**src/source/b_cache_settings.svh**
```systemverilog
`ifndef B_CACHE_SETTINGS_SVH
`define B_CACHE_SETTINGS_SVH

// cache word and lane geometry
`define B_CACHE_DW     32
`define B_CACHE_LANES  4

// Q1.12.19 fixed point
`define B_CACHE_FRAC   19
`define B_CACHE_ONE    32'h80000

// measurement noise, already quantized
`define B_CACHE_Q11    131072
`define B_CACHE_Q22    3992

// write sequence step counter
`define B_CACHE_SEQ_W  5

`endif

```
**src/source/b_cache_pkg.sv**
```systemverilog
`include "b_cache_settings.svh"

package b_cache_pkg;

  // one cache word, Q1.12.19
  typedef logic signed [`B_CACHE_DW-1:0] word_t;

  // lane 0 first
  typedef word_t lane_vec_t [`B_CACHE_LANES];

  typedef logic [`B_CACHE_SEQ_W-1:0] seq_cnt_t;

  // write modes, codes shared with the cache controller
  typedef enum logic [3:0] {
    WR_IDLE   = 4'b0000,
    WR_INV    = 4'b1010,
    WR_CHI    = 4'b1011,
    WR_NL_UPD = 4'b1111
  } write_sel_t;

endpackage

```
**src/source/b_cache_din_map.sv**
```systemverilog
`timescale 1ns/10ps

module b_cache_din_map (
  input  logic                    clk,
  input  logic                    sys_rst,
  input  b_cache_pkg::write_sel_t cache_in_sel,
  input  b_cache_pkg::seq_cnt_t   seq_cnt,
  input  b_cache_pkg::lane_vec_t  c_din,
  input  logic                    s_valid,
  output logic                    s_ready,
  output logic                    done_inv,
  input  b_cache_pkg::word_t      hxi_11,
  input  b_cache_pkg::word_t      hxi_12,
  input  b_cache_pkg::word_t      hxi_21,
  input  b_cache_pkg::word_t      hxi_22,
  input  b_cache_pkg::word_t      hz_11,
  input  b_cache_pkg::word_t      hz_12,
  input  b_cache_pkg::word_t      hz_21,
  input  b_cache_pkg::word_t      hz_22,
  input  b_cache_pkg::word_t      vt_1,
  input  b_cache_pkg::word_t      vt_2,
  output b_cache_pkg::lane_vec_t  cache_din
);

  // inverse of S, held until the next completion
  b_cache_pkg::word_t inv_11;
  b_cache_pkg::word_t inv_12;
  b_cache_pkg::word_t inv_22;

  cov_inverse i_cov_inverse (
    .clk      (clk),
    .sys_rst  (sys_rst),
    .s_valid  (s_valid),
    .s_ready  (s_ready),
    .c_din    (c_din),
    .done_inv (done_inv),
    .inv_11   (inv_11),
    .inv_12   (inv_12),
    .inv_22   (inv_22)
  );

  cache_din_mux i_cache_din_mux (
    .clk          (clk),
    .sys_rst      (sys_rst),
    .cache_in_sel (cache_in_sel),
    .seq_cnt      (seq_cnt),
    .c_din        (c_din),
    .inv_11       (inv_11),
    .inv_12       (inv_12),
    .inv_22       (inv_22),
    .hxi_11       (hxi_11),
    .hxi_12       (hxi_12),
    .hxi_21       (hxi_21),
    .hxi_22       (hxi_22),
    .hz_11        (hz_11),
    .hz_12        (hz_12),
    .hz_21        (hz_21),
    .hz_22        (hz_22),
    .vt_1         (vt_1),
    .vt_2         (vt_2),
    .cache_din    (cache_din)
  );

endmodule

```
**src/source/cache_din_mux.sv**
```systemverilog
`timescale 1ns/10ps
`include "b_cache_settings.svh"

module cache_din_mux (
  input  logic                    clk,
  input  logic                    sys_rst,
  input  b_cache_pkg::write_sel_t cache_in_sel,
  input  b_cache_pkg::seq_cnt_t   seq_cnt,
  input  b_cache_pkg::lane_vec_t  c_din,
  input  b_cache_pkg::word_t      inv_11,
  input  b_cache_pkg::word_t      inv_12,
  input  b_cache_pkg::word_t      inv_22,
  input  b_cache_pkg::word_t      hxi_11,
  input  b_cache_pkg::word_t      hxi_12,
  input  b_cache_pkg::word_t      hxi_21,
  input  b_cache_pkg::word_t      hxi_22,
  input  b_cache_pkg::word_t      hz_11,
  input  b_cache_pkg::word_t      hz_12,
  input  b_cache_pkg::word_t      hz_21,
  input  b_cache_pkg::word_t      hz_22,
  input  b_cache_pkg::word_t      vt_1,
  input  b_cache_pkg::word_t      vt_2,
  output b_cache_pkg::lane_vec_t  cache_din
);

  b_cache_pkg::lane_vec_t din_nxt;
  b_cache_pkg::word_t     minus_one;

  assign minus_one = -b_cache_pkg::word_t'(`B_CACHE_ONE);

  // lanes 2 and 3 never written in these modes
  always_comb begin
    din_nxt = '{default: '0};
    case (cache_in_sel)
      b_cache_pkg::WR_INV: begin
        case (seq_cnt)
          'd1: din_nxt[0] = inv_11;
          'd2: begin
            din_nxt[0] = inv_12;
            din_nxt[1] = inv_12;   // symmetric
          end
          'd3: din_nxt[1] = inv_22;
          default: ;
        endcase
      end
      b_cache_pkg::WR_CHI: begin
        if (seq_cnt == 'd10 || seq_cnt == 'd12) din_nxt[0] = c_din[0];
      end
      b_cache_pkg::WR_NL_UPD: begin
        case (seq_cnt)
          'd1: din_nxt[0] = hxi_11;
          'd2: begin
            din_nxt[0] = hxi_12;
            din_nxt[1] = hxi_21;
          end
          'd3: din_nxt[1] = hxi_22;
          'd4: begin
            din_nxt[0] = hz_11;
            din_nxt[1] = minus_one;
          end
          'd5: begin
            din_nxt[0] = hz_12;
            din_nxt[1] = hz_21;
          end
          'd6: begin
            din_nxt[0] = vt_1;
            din_nxt[1] = hz_22;
          end
          'd7: din_nxt[0] = vt_2;
          default: ;
        endcase
      end
      default: ;   // idle and unused codes
    endcase
  end

  always_ff @(posedge clk) begin
    if (sys_rst) cache_din <= '{default: '0};
    else cache_din <= din_nxt;
  end

endmodule

```
**src/source/cov_inverse.sv**
```systemverilog
`timescale 1ns/10ps
`include "b_cache_settings.svh"

module cov_inverse (
  input  logic                   clk,
  input  logic                   sys_rst,
  input  logic                   s_valid,
  output logic                   s_ready,
  input  b_cache_pkg::lane_vec_t c_din,
  output logic                   done_inv,
  output b_cache_pkg::word_t     inv_11,
  output b_cache_pkg::word_t     inv_12,
  output b_cache_pkg::word_t     inv_22
);

  typedef enum logic [2:0] {IDLE, PROD, DET, D11, D12, D22, DONE} state_t;

  state_t state;
  state_t state_nxt;
  logic   prod_cnt;   // which product is in the multiplier

  b_cache_pkg::word_t s21;
  b_cache_pkg::word_t s11q;
  b_cache_pkg::word_t s22q;
  b_cache_pkg::word_t mul_a;
  b_cache_pkg::word_t mul_b;
  logic signed [2*`B_CACHE_DW-1:0] mul_p;
  b_cache_pkg::word_t mul_c;
  b_cache_pkg::word_t p21;
  b_cache_pkg::word_t p1122;
  b_cache_pkg::word_t det;   // also the divisor for all three divisions
  b_cache_pkg::word_t dividend;

  logic               div_start;
  logic               div_done;
  b_cache_pkg::word_t quotient;

  assign mul_p = (2*`B_CACHE_DW)'(mul_a) * (2*`B_CACHE_DW)'(mul_b);
  assign mul_c = {mul_p[2*`B_CACHE_DW-1], mul_p[`B_CACHE_FRAC +: `B_CACHE_DW-1]};

  assign s_ready  = (state == IDLE);
  assign done_inv = (state == DONE);

  always_comb begin
    state_nxt = state;
    case (state)
      IDLE: if (s_valid) state_nxt = PROD;
      PROD: if (prod_cnt) state_nxt = DET;
      DET:  state_nxt = D11;
      D11:  if (div_done) state_nxt = D12;
      D12:  if (div_done) state_nxt = D22;
      D22:  if (div_done) state_nxt = DONE;
      default: state_nxt = IDLE;
    endcase
  end

  always_ff @(posedge clk) begin
    if (sys_rst) begin
      state     <= IDLE;
      prod_cnt  <= 1'b0;
      div_start <= 1'b0;
    end else begin
      state     <= state_nxt;
      prod_cnt  <= (state == PROD) && !prod_cnt;
      div_start <= (state == DET) || (div_done && (state == D11 || state == D12));
    end
  end

  always_ff @(posedge clk) begin
    case (state)
      IDLE: if (s_valid) begin
        s21   <= c_din[1];
        s11q  <= c_din[0] + `B_CACHE_Q11;
        s22q  <= c_din[2] + `B_CACHE_Q22;
        mul_a <= c_din[1];   // S21*S21 first
        mul_b <= c_din[1];
      end
      PROD: begin
        if (!prod_cnt) begin
          p21   <= mul_c;
          mul_a <= s11q;
          mul_b <= s22q;
        end else begin
          p1122 <= mul_c;
        end
      end
      DET: begin
        det      <= p1122 - p21;
        dividend <= s22q;
      end
      D11: if (div_done) dividend <= -s21;
      D12: if (div_done) dividend <= s11q;
      default: ;
    endcase
  end

  // results by the state the division belongs to
  always_ff @(posedge clk) begin
    if (sys_rst) begin
      inv_11 <= '0;
      inv_12 <= '0;
      inv_22 <= '0;
    end else if (div_done) begin
      case (state)
        D11: inv_11 <= quotient;
        D12: inv_12 <= quotient;
        D22: inv_22 <= quotient;
        default: ;
      endcase
    end
  end

  fix_div i_fix_div (
    .clk       (clk),
    .sys_rst   (sys_rst),
    .div_start (div_start),
    .dividend  (dividend),
    .divisor   (det),
    .div_done  (div_done),
    .quotient  (quotient)
  );

endmodule

```
**src/source/fix_div.sv**
```systemverilog
`timescale 1ns/10ps
`include "b_cache_settings.svh"

module fix_div #(
  parameter int width = `B_CACHE_DW,
  parameter int frac  = `B_CACHE_FRAC
) (
  input  logic               clk,
  input  logic               sys_rst,
  input  logic               div_start,
  input  b_cache_pkg::word_t dividend,
  input  b_cache_pkg::word_t divisor,
  output logic               div_done,
  output b_cache_pkg::word_t quotient
);

  localparam int num_w = width + frac;   // dividend shifted up by frac
  localparam int cnt_w = $clog2(num_w);

  logic             busy;
  logic [cnt_w-1:0] cnt;
  logic             last_step;
  logic [num_w-1:0] num;   // numerator out at the top and quotient in at the bottom
  logic [width-1:0] den;
  logic [width-1:0] rem;
  logic             neg;
  logic             zero_div;

  logic [width-1:0] abs_dividend;
  logic [width-1:0] abs_divisor;
  logic [width:0]   trial;
  logic             fits;
  logic [width:0]   rem_sub;
  logic [num_w-1:0] num_nxt;
  logic [width-2:0] mag;

  assign abs_dividend = dividend[width-1] ? -dividend : dividend;
  assign abs_divisor  = divisor[width-1] ? -divisor : divisor;

  // one restoring step
  assign trial     = {rem, num[num_w-1]};
  assign fits      = trial >= {1'b0, den};
  assign rem_sub   = fits ? trial - {1'b0, den} : trial;
  assign num_nxt   = {num[num_w-2:0], fits};
  assign last_step = busy && (cnt == cnt_w'(num_w - 1));

  // saturate on a zero divisor or keep the low 31 bits
  assign mag = zero_div ? '1 : num_nxt[width-2:0];

  always_ff @(posedge clk) begin
    if (sys_rst) begin
      busy     <= 1'b0;
      cnt      <= '0;
      div_done <= 1'b0;
    end else begin
      div_done <= last_step;
      if (!busy) begin
        cnt <= '0;
        if (div_start) busy <= 1'b1;   // start ignored while busy
      end else begin
        cnt <= cnt + cnt_w'(1);
        if (last_step) busy <= 1'b0;
      end
    end
  end

  always_ff @(posedge clk) begin
    if (!busy && div_start) begin
      num      <= {abs_dividend, {frac{1'b0}}};
      den      <= abs_divisor;
      rem      <= '0;
      neg      <= dividend[width-1] ^ divisor[width-1];
      zero_div <= (divisor == '0);
    end else if (busy) begin
      num <= num_nxt;
      rem <= rem_sub[width-1:0];
    end
    if (last_step) quotient <= neg ? -{1'b0, mag} : {1'b0, mag};
  end

endmodule

```
**config.mk**
```make
export PLATFORM = sky130hd
export DESIGN_NAME = b_cache_din_map
export DESIGN_NICKNAME = d
export VERILOG_FILES = /design/src/source/b_cache_pkg.sv /design/src/source/b_cache_din_map.sv /design/src/source/cache_din_mux.sv /design/src/source/cov_inverse.sv /design/src/source/fix_div.sv
export VERILOG_INCLUDE_DIRS = /design/src /design/src/source
export SDC_FILE = /design/constraint.sdc
export NUM_CORES = 2
export LEC_CHECK = 0
export ABC_AREA = 1
export BUFFER_PORTS_ARGS = -buffer_cell sky130_fd_sc_hd__buf_2
export CAP_MARGIN = 25
export CORE_MARGIN = 8
export CORE_UTILIZATION = 60
export CTS_CLUSTER_SIZE = 24
export DETAILED_ROUTE_END_ITERATION = 6
export PLACE_DENSITY = 0.8
export SLEW_MARGIN = 20
export SYNTH_ARGS = -nofsm -noshare
export SYNTH_HDL_FRONTEND = slang
export SYNTH_HIERARCHICAL = 1
export SYNTH_SLANG_ARGS = --single-unit
export TNS_END_PERCENT = 1
```
**constraint.sdc**
```tcl
create_clock -name clk -period 18.8 [get_ports clk]
set_clock_uncertainty 0.2 [all_clocks]
set_input_delay 5.64 -clock clk [delete_from_list [all_inputs] [get_ports clk]]
set_output_delay 5.64 -clock clk [all_outputs]
set_load 0.01 [all_outputs]
```
# Word level (Yosys, flattened, before mapping)

Index checks and enable logic that the tools add are counted.

Register bits after elaboration: 610
Input bits: 460
Output and inout bits: 130

Add/sub/neg operators: 9
$mul: 1
Magnitude comparators: 1
Equality and inequality tests: 25
Muxes and demuxes: 31
Bitwise operators: 3
Reductions and logical operators: 24

Operators by type and width:

| kind                                                | count |
|---|---|
| one-hot mux 32 bit (2 select lines)                 | 5 |
| two-way mux 32 bit                                  | 8 |
| one-hot mux 32 bit (3 select lines)                 | 2 |
| one-hot mux 32 bit (6 select lines)                 | 1 |
| one-hot mux 32 bit (5 select lines)                 | 1 |
| two-way mux 51 bit                                  | 2 |
| negator 32 bit                                      | 3 |
| two-way mux 31 bit                                  | 3 |
| multiplier 32 x 32 -> 64 bit                        | 1 |
| subtractor 32 bit                                   | 2 |
| >= comparator 33 x 32 -> 1 bit                      | 1 |
| adder 32 x 13 -> 32 bit, second input constant      | 1 |
| adder 32 x 19 -> 32 bit, second input constant      | 1 |
| zero test 32 bit                                    | 1 |
| negator 31 -> 32 bit                                | 1 |
| equality test 5 x 3 -> 1 bit, second input constant | 4 |
| one-hot mux 3 bit (6 select lines)                  | 1 |
| two-way mux 3 bit                                   | 5 |
| equality test 4 bit, second input constant          | 3 |
| AND reduction 2 bit                                 | 6 |
| equality test 5 x 2 -> 1 bit, second input constant | 2 |
| equality test 5 x 4 -> 1 bit, second input constant | 2 |
| != test 2 bit, second input constant                | 5 |
| equality test 3 bit, second input constant          | 3 |
| 18 further kinds                                    | 30 |

# Longest topological paths before layout

Depth after elaboration: 4
Depth in mapped cells: 32
Mapped depth without buffers: 31

# Cells and area by module

Netlist, hierarchy kept.

By module, submodules not included:

| module        | instances | cells each | area each (um^2) | sequential area each (um^2) |
|---|---|---|---|---|
| cov_inverse   | 1         | 6295       | 54161.9          | 10670.2 |
| fix_div       | 1         | 1455       | 10518.8          | 4124.0 |
| cache_din_mux | 1         | 1290       | 6820.3           | 1281.2 |

# Worst setup path after synthesis

Ideal clock, no wire load.

Path kind: input to register
From: in s_valid
To: reg i_cov_inverse.mul_a[0], enable pin
Setup time: 0.575 ns
Data arrival time: 10.186 ns
Required time: 18.025 ns
Slack: 7.839 ns
Stages: 2
Buffers on the path: 0
Cell sequence: inv_1 -> o21ai_0

Longest elaborated chain between the ends: 2

RTL lines:

| element                              | line                 | source |
|---|---|---|
| from (decl)                          | b_cache_din_map.sv:9 | `input logic s_valid,` |
| != test 2 bit (no source line)       | n/a                  |  |
| AND reduction 3 bit (no source line) | n/a                  |  |
| to (signal assigned)                 | cov_inverse.sv:75    | `mul_a <= c_din[1];` |
| to (signal assigned)                 | cov_inverse.sv:81    | `mul_a <= s11q;` |
| to (decl)                            | cov_inverse.sv:25    | `b_cache_pkg::word_t mul_a;` |

Every way passes these cells.
A chain may end at the register's enable or synchronous reset.

# Worst setup path after layout

From: reg i_cov_inverse.mul_a[31]
To: reg i_cov_inverse.p21[31], data pin

Longest elaborated chain between the ends: 1

RTL lines:

| element                      | line              | source |
|---|---|---|
| multiplier 32 x 32 -> 64 bit | cov_inverse.sv:38 | `` assign mul_p = (2*`B_CACHE_DW)'(mul_a) * (2*`B_CACHE_DW)'(mul_b); `` |
| net i_cov_inverse.mul_p[63]  | cov_inverse.sv:27 | `` logic signed [2*`B_CACHE_DW-1:0] mul_p; `` |
| to (signal assigned)         | cov_inverse.sv:80 | `p21 <= mul_c;` |
| to (decl)                    | cov_inverse.sv:29 | `b_cache_pkg::word_t p21;` |

The timed path passes the listed nets, and every way through them passes these cells.

==> key figures <==
Run status
  – Status: complete, no violations

Layout
  – Most frequent cells in the layout: 2555 x nand2_1, 2035 x inv_1, 1083 x fa_1, 491 x buf_2, 423 x nor2_1
  – Area occupied by multi-input gates: 0.04598 mm²
  – Largest reg by FF count: i_cache_din_mux/cache_din
  – Area Growth Syn to Fin: 8.144%
  – Layout cell share with drive strength beyond 1: 9.117%
  – Registers with the most flip-flops: i_cache_din_mux/cache_din: 64 flops, i_cov_inverse/i_fix_div/num: 51 flops
  – Max reg flops: 64
  – Filler instances: 9758
  – Register area: 0.01608 mm²
  – Nets: 11119
  – Most common cell after layout, fill and taps aside: nand2_1

Global routing
  – Initial antenna violation count: 76
  – Vias in the first global route: 64259
  – Global route total overflow: 0
  – First-pass GRT wire length: 375200 µm
  – Largest net degree at the start of global routing: 85
  – Tot GR Track Use: 37.55%

Synth
  – Synth cell types: 60
  – Avg Cell Area, Syn: 7.909 µm²
  – Combinational family with the most area after synthesis: adder cells
  – Synth Warn #: 6
  – Synth Area in Simple Gates: 21.46%
  – Async set-reset flop share out of synthesis: 0%
  – Post-synthesis mux area share: 0%
  – Post-synthesis sequential element count: 610
  – Synth Area in XOR/XNOR: 1.862%
  – Post-synthesis adder-cell area fraction: 34.71%
  – EDFF count, synth: 386
  – Compound-Gate Fraction of Synth Area: 5.780%
  – Gate Count Post-Synth: 9040
  – Sequential area share after synthesis: 22.48%
  – Ys flop type: edfxtp_1
  – Post-Syn Area: 0.07150 mm²

Detailed routing
  – Routed wire per std cell: 22.62 µm
  – Final wirelength: 247700 µm
  – Vias: 62292
  – First-pass detailed-route iteration total: 7
  – Drt drc: 0
  – Number of routed nets with antenna violations: 0
  – Initial DRC Count: 6726
  – DR vias/cell: 5.689

Clocking
  – Max H-tree Level: 2
  – Postcts setup bufs: 0
  – CTS tree: built
  – Clock latency on the worst-skew pair: 0.69 ns
  – Clock Sinks: 610
  – Number of gates resized after cts: 0
  – Hold Buf Count CTS: 0
  – Clock transition at path regs: 0.07 ns
  – Worst-case clock buffer depth: 3
  – Clock Tree Root: clkbuf_16
  – CTS buffer count: 61

Floorplan
  – IO Pins: 590
  – Overall die height: 361.2 µm
  – Core area: 0.1181 mm²
  – DIE AREA: 0.1305 mm²
  – Floorplan die width: 361.2 µm
  – FP Rows: 126
  – Starting Density: 60.55%

Placed design
  – Half-perimeter wire length after placement: 196700 µm
  – Final Wtd Congestion: 1.110
  – IO buf count: 493

Worst hold path
  – Hold crit path type: reg -> reg

Setup path
  – Crit path launch type: register
  – Critical-path maximum fanout: 32
  – Critical Path RT: 18.94 ns
  – Arrival time at the worst endpoint: 9.18 ns
  – Critical path class: reg -> reg
  – Setup crit end kind: register

STA
  – Final setup violation count: 0
  – Setup TNS: 0 ns
  – Slew Limit Headroom: 29.30%
  – Fmax: 110.7 MHz
  – Worst slew pin tran: 1.061 ns
  – Fin crit period: 9.036 ns
  – Final Hold Viols: 0
  – Max-slew violations: 0
  – RSZ-0062 raised after global routing: false
  – Final period util: 48.07%

Run
  – MaxCap Viol Count: 0
## worst paths after layout
| check | from | slack, ns | to | cells past startpoint |
|---|---|---|---|---|
| setup / recovery | i_cov_inverse/mul_a[31] | 9.76 | i_cov_inverse/p21[31] | 27 |
| hold / removal | i_cov_inverse/inv_22[18] | 0.25 | i_cov_inverse/inv_22[18] | 2 |
| setup reg to reg | i_cov_inverse/mul_a[31] | 9.76 | i_cov_inverse/p21[31] | 27 |
| hold reg to reg | i_cov_inverse/inv_22[18] | 0.25 | i_cov_inverse/inv_22[18] | 2 |
## logic make-up after synthesis
group                      Yosys count
AOI/OAI and AO/OA                  751
DFF                                610
xor gates and xnor gates           152
buffers and inverters             2506
other                                1
and+or+nand+nor                   3686
adders and majority gates         1334
## critical path: stages (launching register included)
cell and delay (ns):
edfxtp_1 0.38, buf_4 0.29, nand2_1 0.23, inv_1 0.09, fa_1 0.67, inv_1 0.17
fa_1 0.58, fa_1 0.59, inv_1 0.08, fa_1 0.51, buf_4 0.34, inv_1 0.16
fa_1 0.50, fa_1 0.60, fa_1 0.44, fa_1 0.51, inv_1 0.06, ha_1 0.40
a21oi_1 0.53, o21ai_0 0.21, nand2_1 0.10, nand2_1 0.05, a21oi_1 0.49, nand2_1 0.15
inv_1 0.08, nand2_1 0.05, nand2_1 0.05, nand2_1 0.17
## area by class of cell
type | count | area share (%)
multi-input cells | 5987 | 59.46
flip-flops and latches | 610 | 20.79
inverters | 2062 | 10.01
repair buffers | 603 | 4.291
well taps | 1536 | 2.485
clock buffers | 75 | 2.173
clock inverters | 41 | 0.6748
diodes | 36 | 0.1165
## routing by layer
metal	vias up	global-route usage (%)	part of all wire, %
li1	27720	-	-
met1	29987	45.98	36
met2	3629	60.68	46
met3	892	9.673	11
met4	64	21.01	7.1
met5	-	0	0.17
## synth_stat cells (3+ instances only)
master | instances | share of area (%)
a21boi_0 | 4 | 0.042
a21o_1 | 11 | 0.12
a21oi_1 | 341 | 2.4
a21oi_2 | 5 | 0.061
a31oi_1 | 10 | 0.087
and3_1 | 5 | 0.044
buf_1 | 22 | 0.12
buf_2 | 55 | 0.38
buf_4 | 71 | 0.75
buf_6 | 7 | 0.11
clkbuf_1 | 289 | 1.5
clkinv_1 | 3 | 0.016
dfxtp_1 | 224 | 6.3
edfxtp_1 | 386 | 16
fa_1 | 1083 | 30
ha_1 | 251 | 4.4
inv_1 | 2036 | 11
inv_2 | 23 | 0.12
nand2_1 | 2556 | 13
nand2_2 | 15 | 0.13
nand3_1 | 280 | 2.0
nand3_2 | 3 | 0.042
nand3b_1 | 15 | 0.16
nand4_1 | 233 | 2.0
nor2_1 | 433 | 2.3
nor2_2 | 26 | 0.23
nor2_4 | 11 | 0.17
nor3_1 | 57 | 0.40
nor3_2 | 11 | 0.15
nor4_1 | 11 | 0.096
o211ai_1 | 6 | 0.063
o21a_1 | 13 | 0.14
o21ai_0 | 231 | 1.6
o21ai_1 | 36 | 0.25
o21ai_2 | 9 | 0.11
o21bai_1 | 27 | 0.28
o221ai_1 | 22 | 0.27
o22ai_1 | 26 | 0.23
or2_2 | 14 | 0.12
xnor2_1 | 57 | 0.70
xor2_1 | 95 | 1.2
## metrics by stage
stage	hold slack (ns)	setup slack (ns)	util [%]	cells	cell area, µm²
detailed placement	0.2377	9.614	63.54	10798	75030
finish	0.2457	9.764	65.48	10950	77320
floorplan	0.2233	7.839	-	9103	71740
CTS	0.2476	9.850	65.41	10914	77230
global route	0.2622	9.444	65.42	10921	77250
global placement	0.2329	9.553	63.52	10797	75000
Power is not shown: default switching activity piles up to over one toggle a cycle in this logic, so the estimate is an artifact.
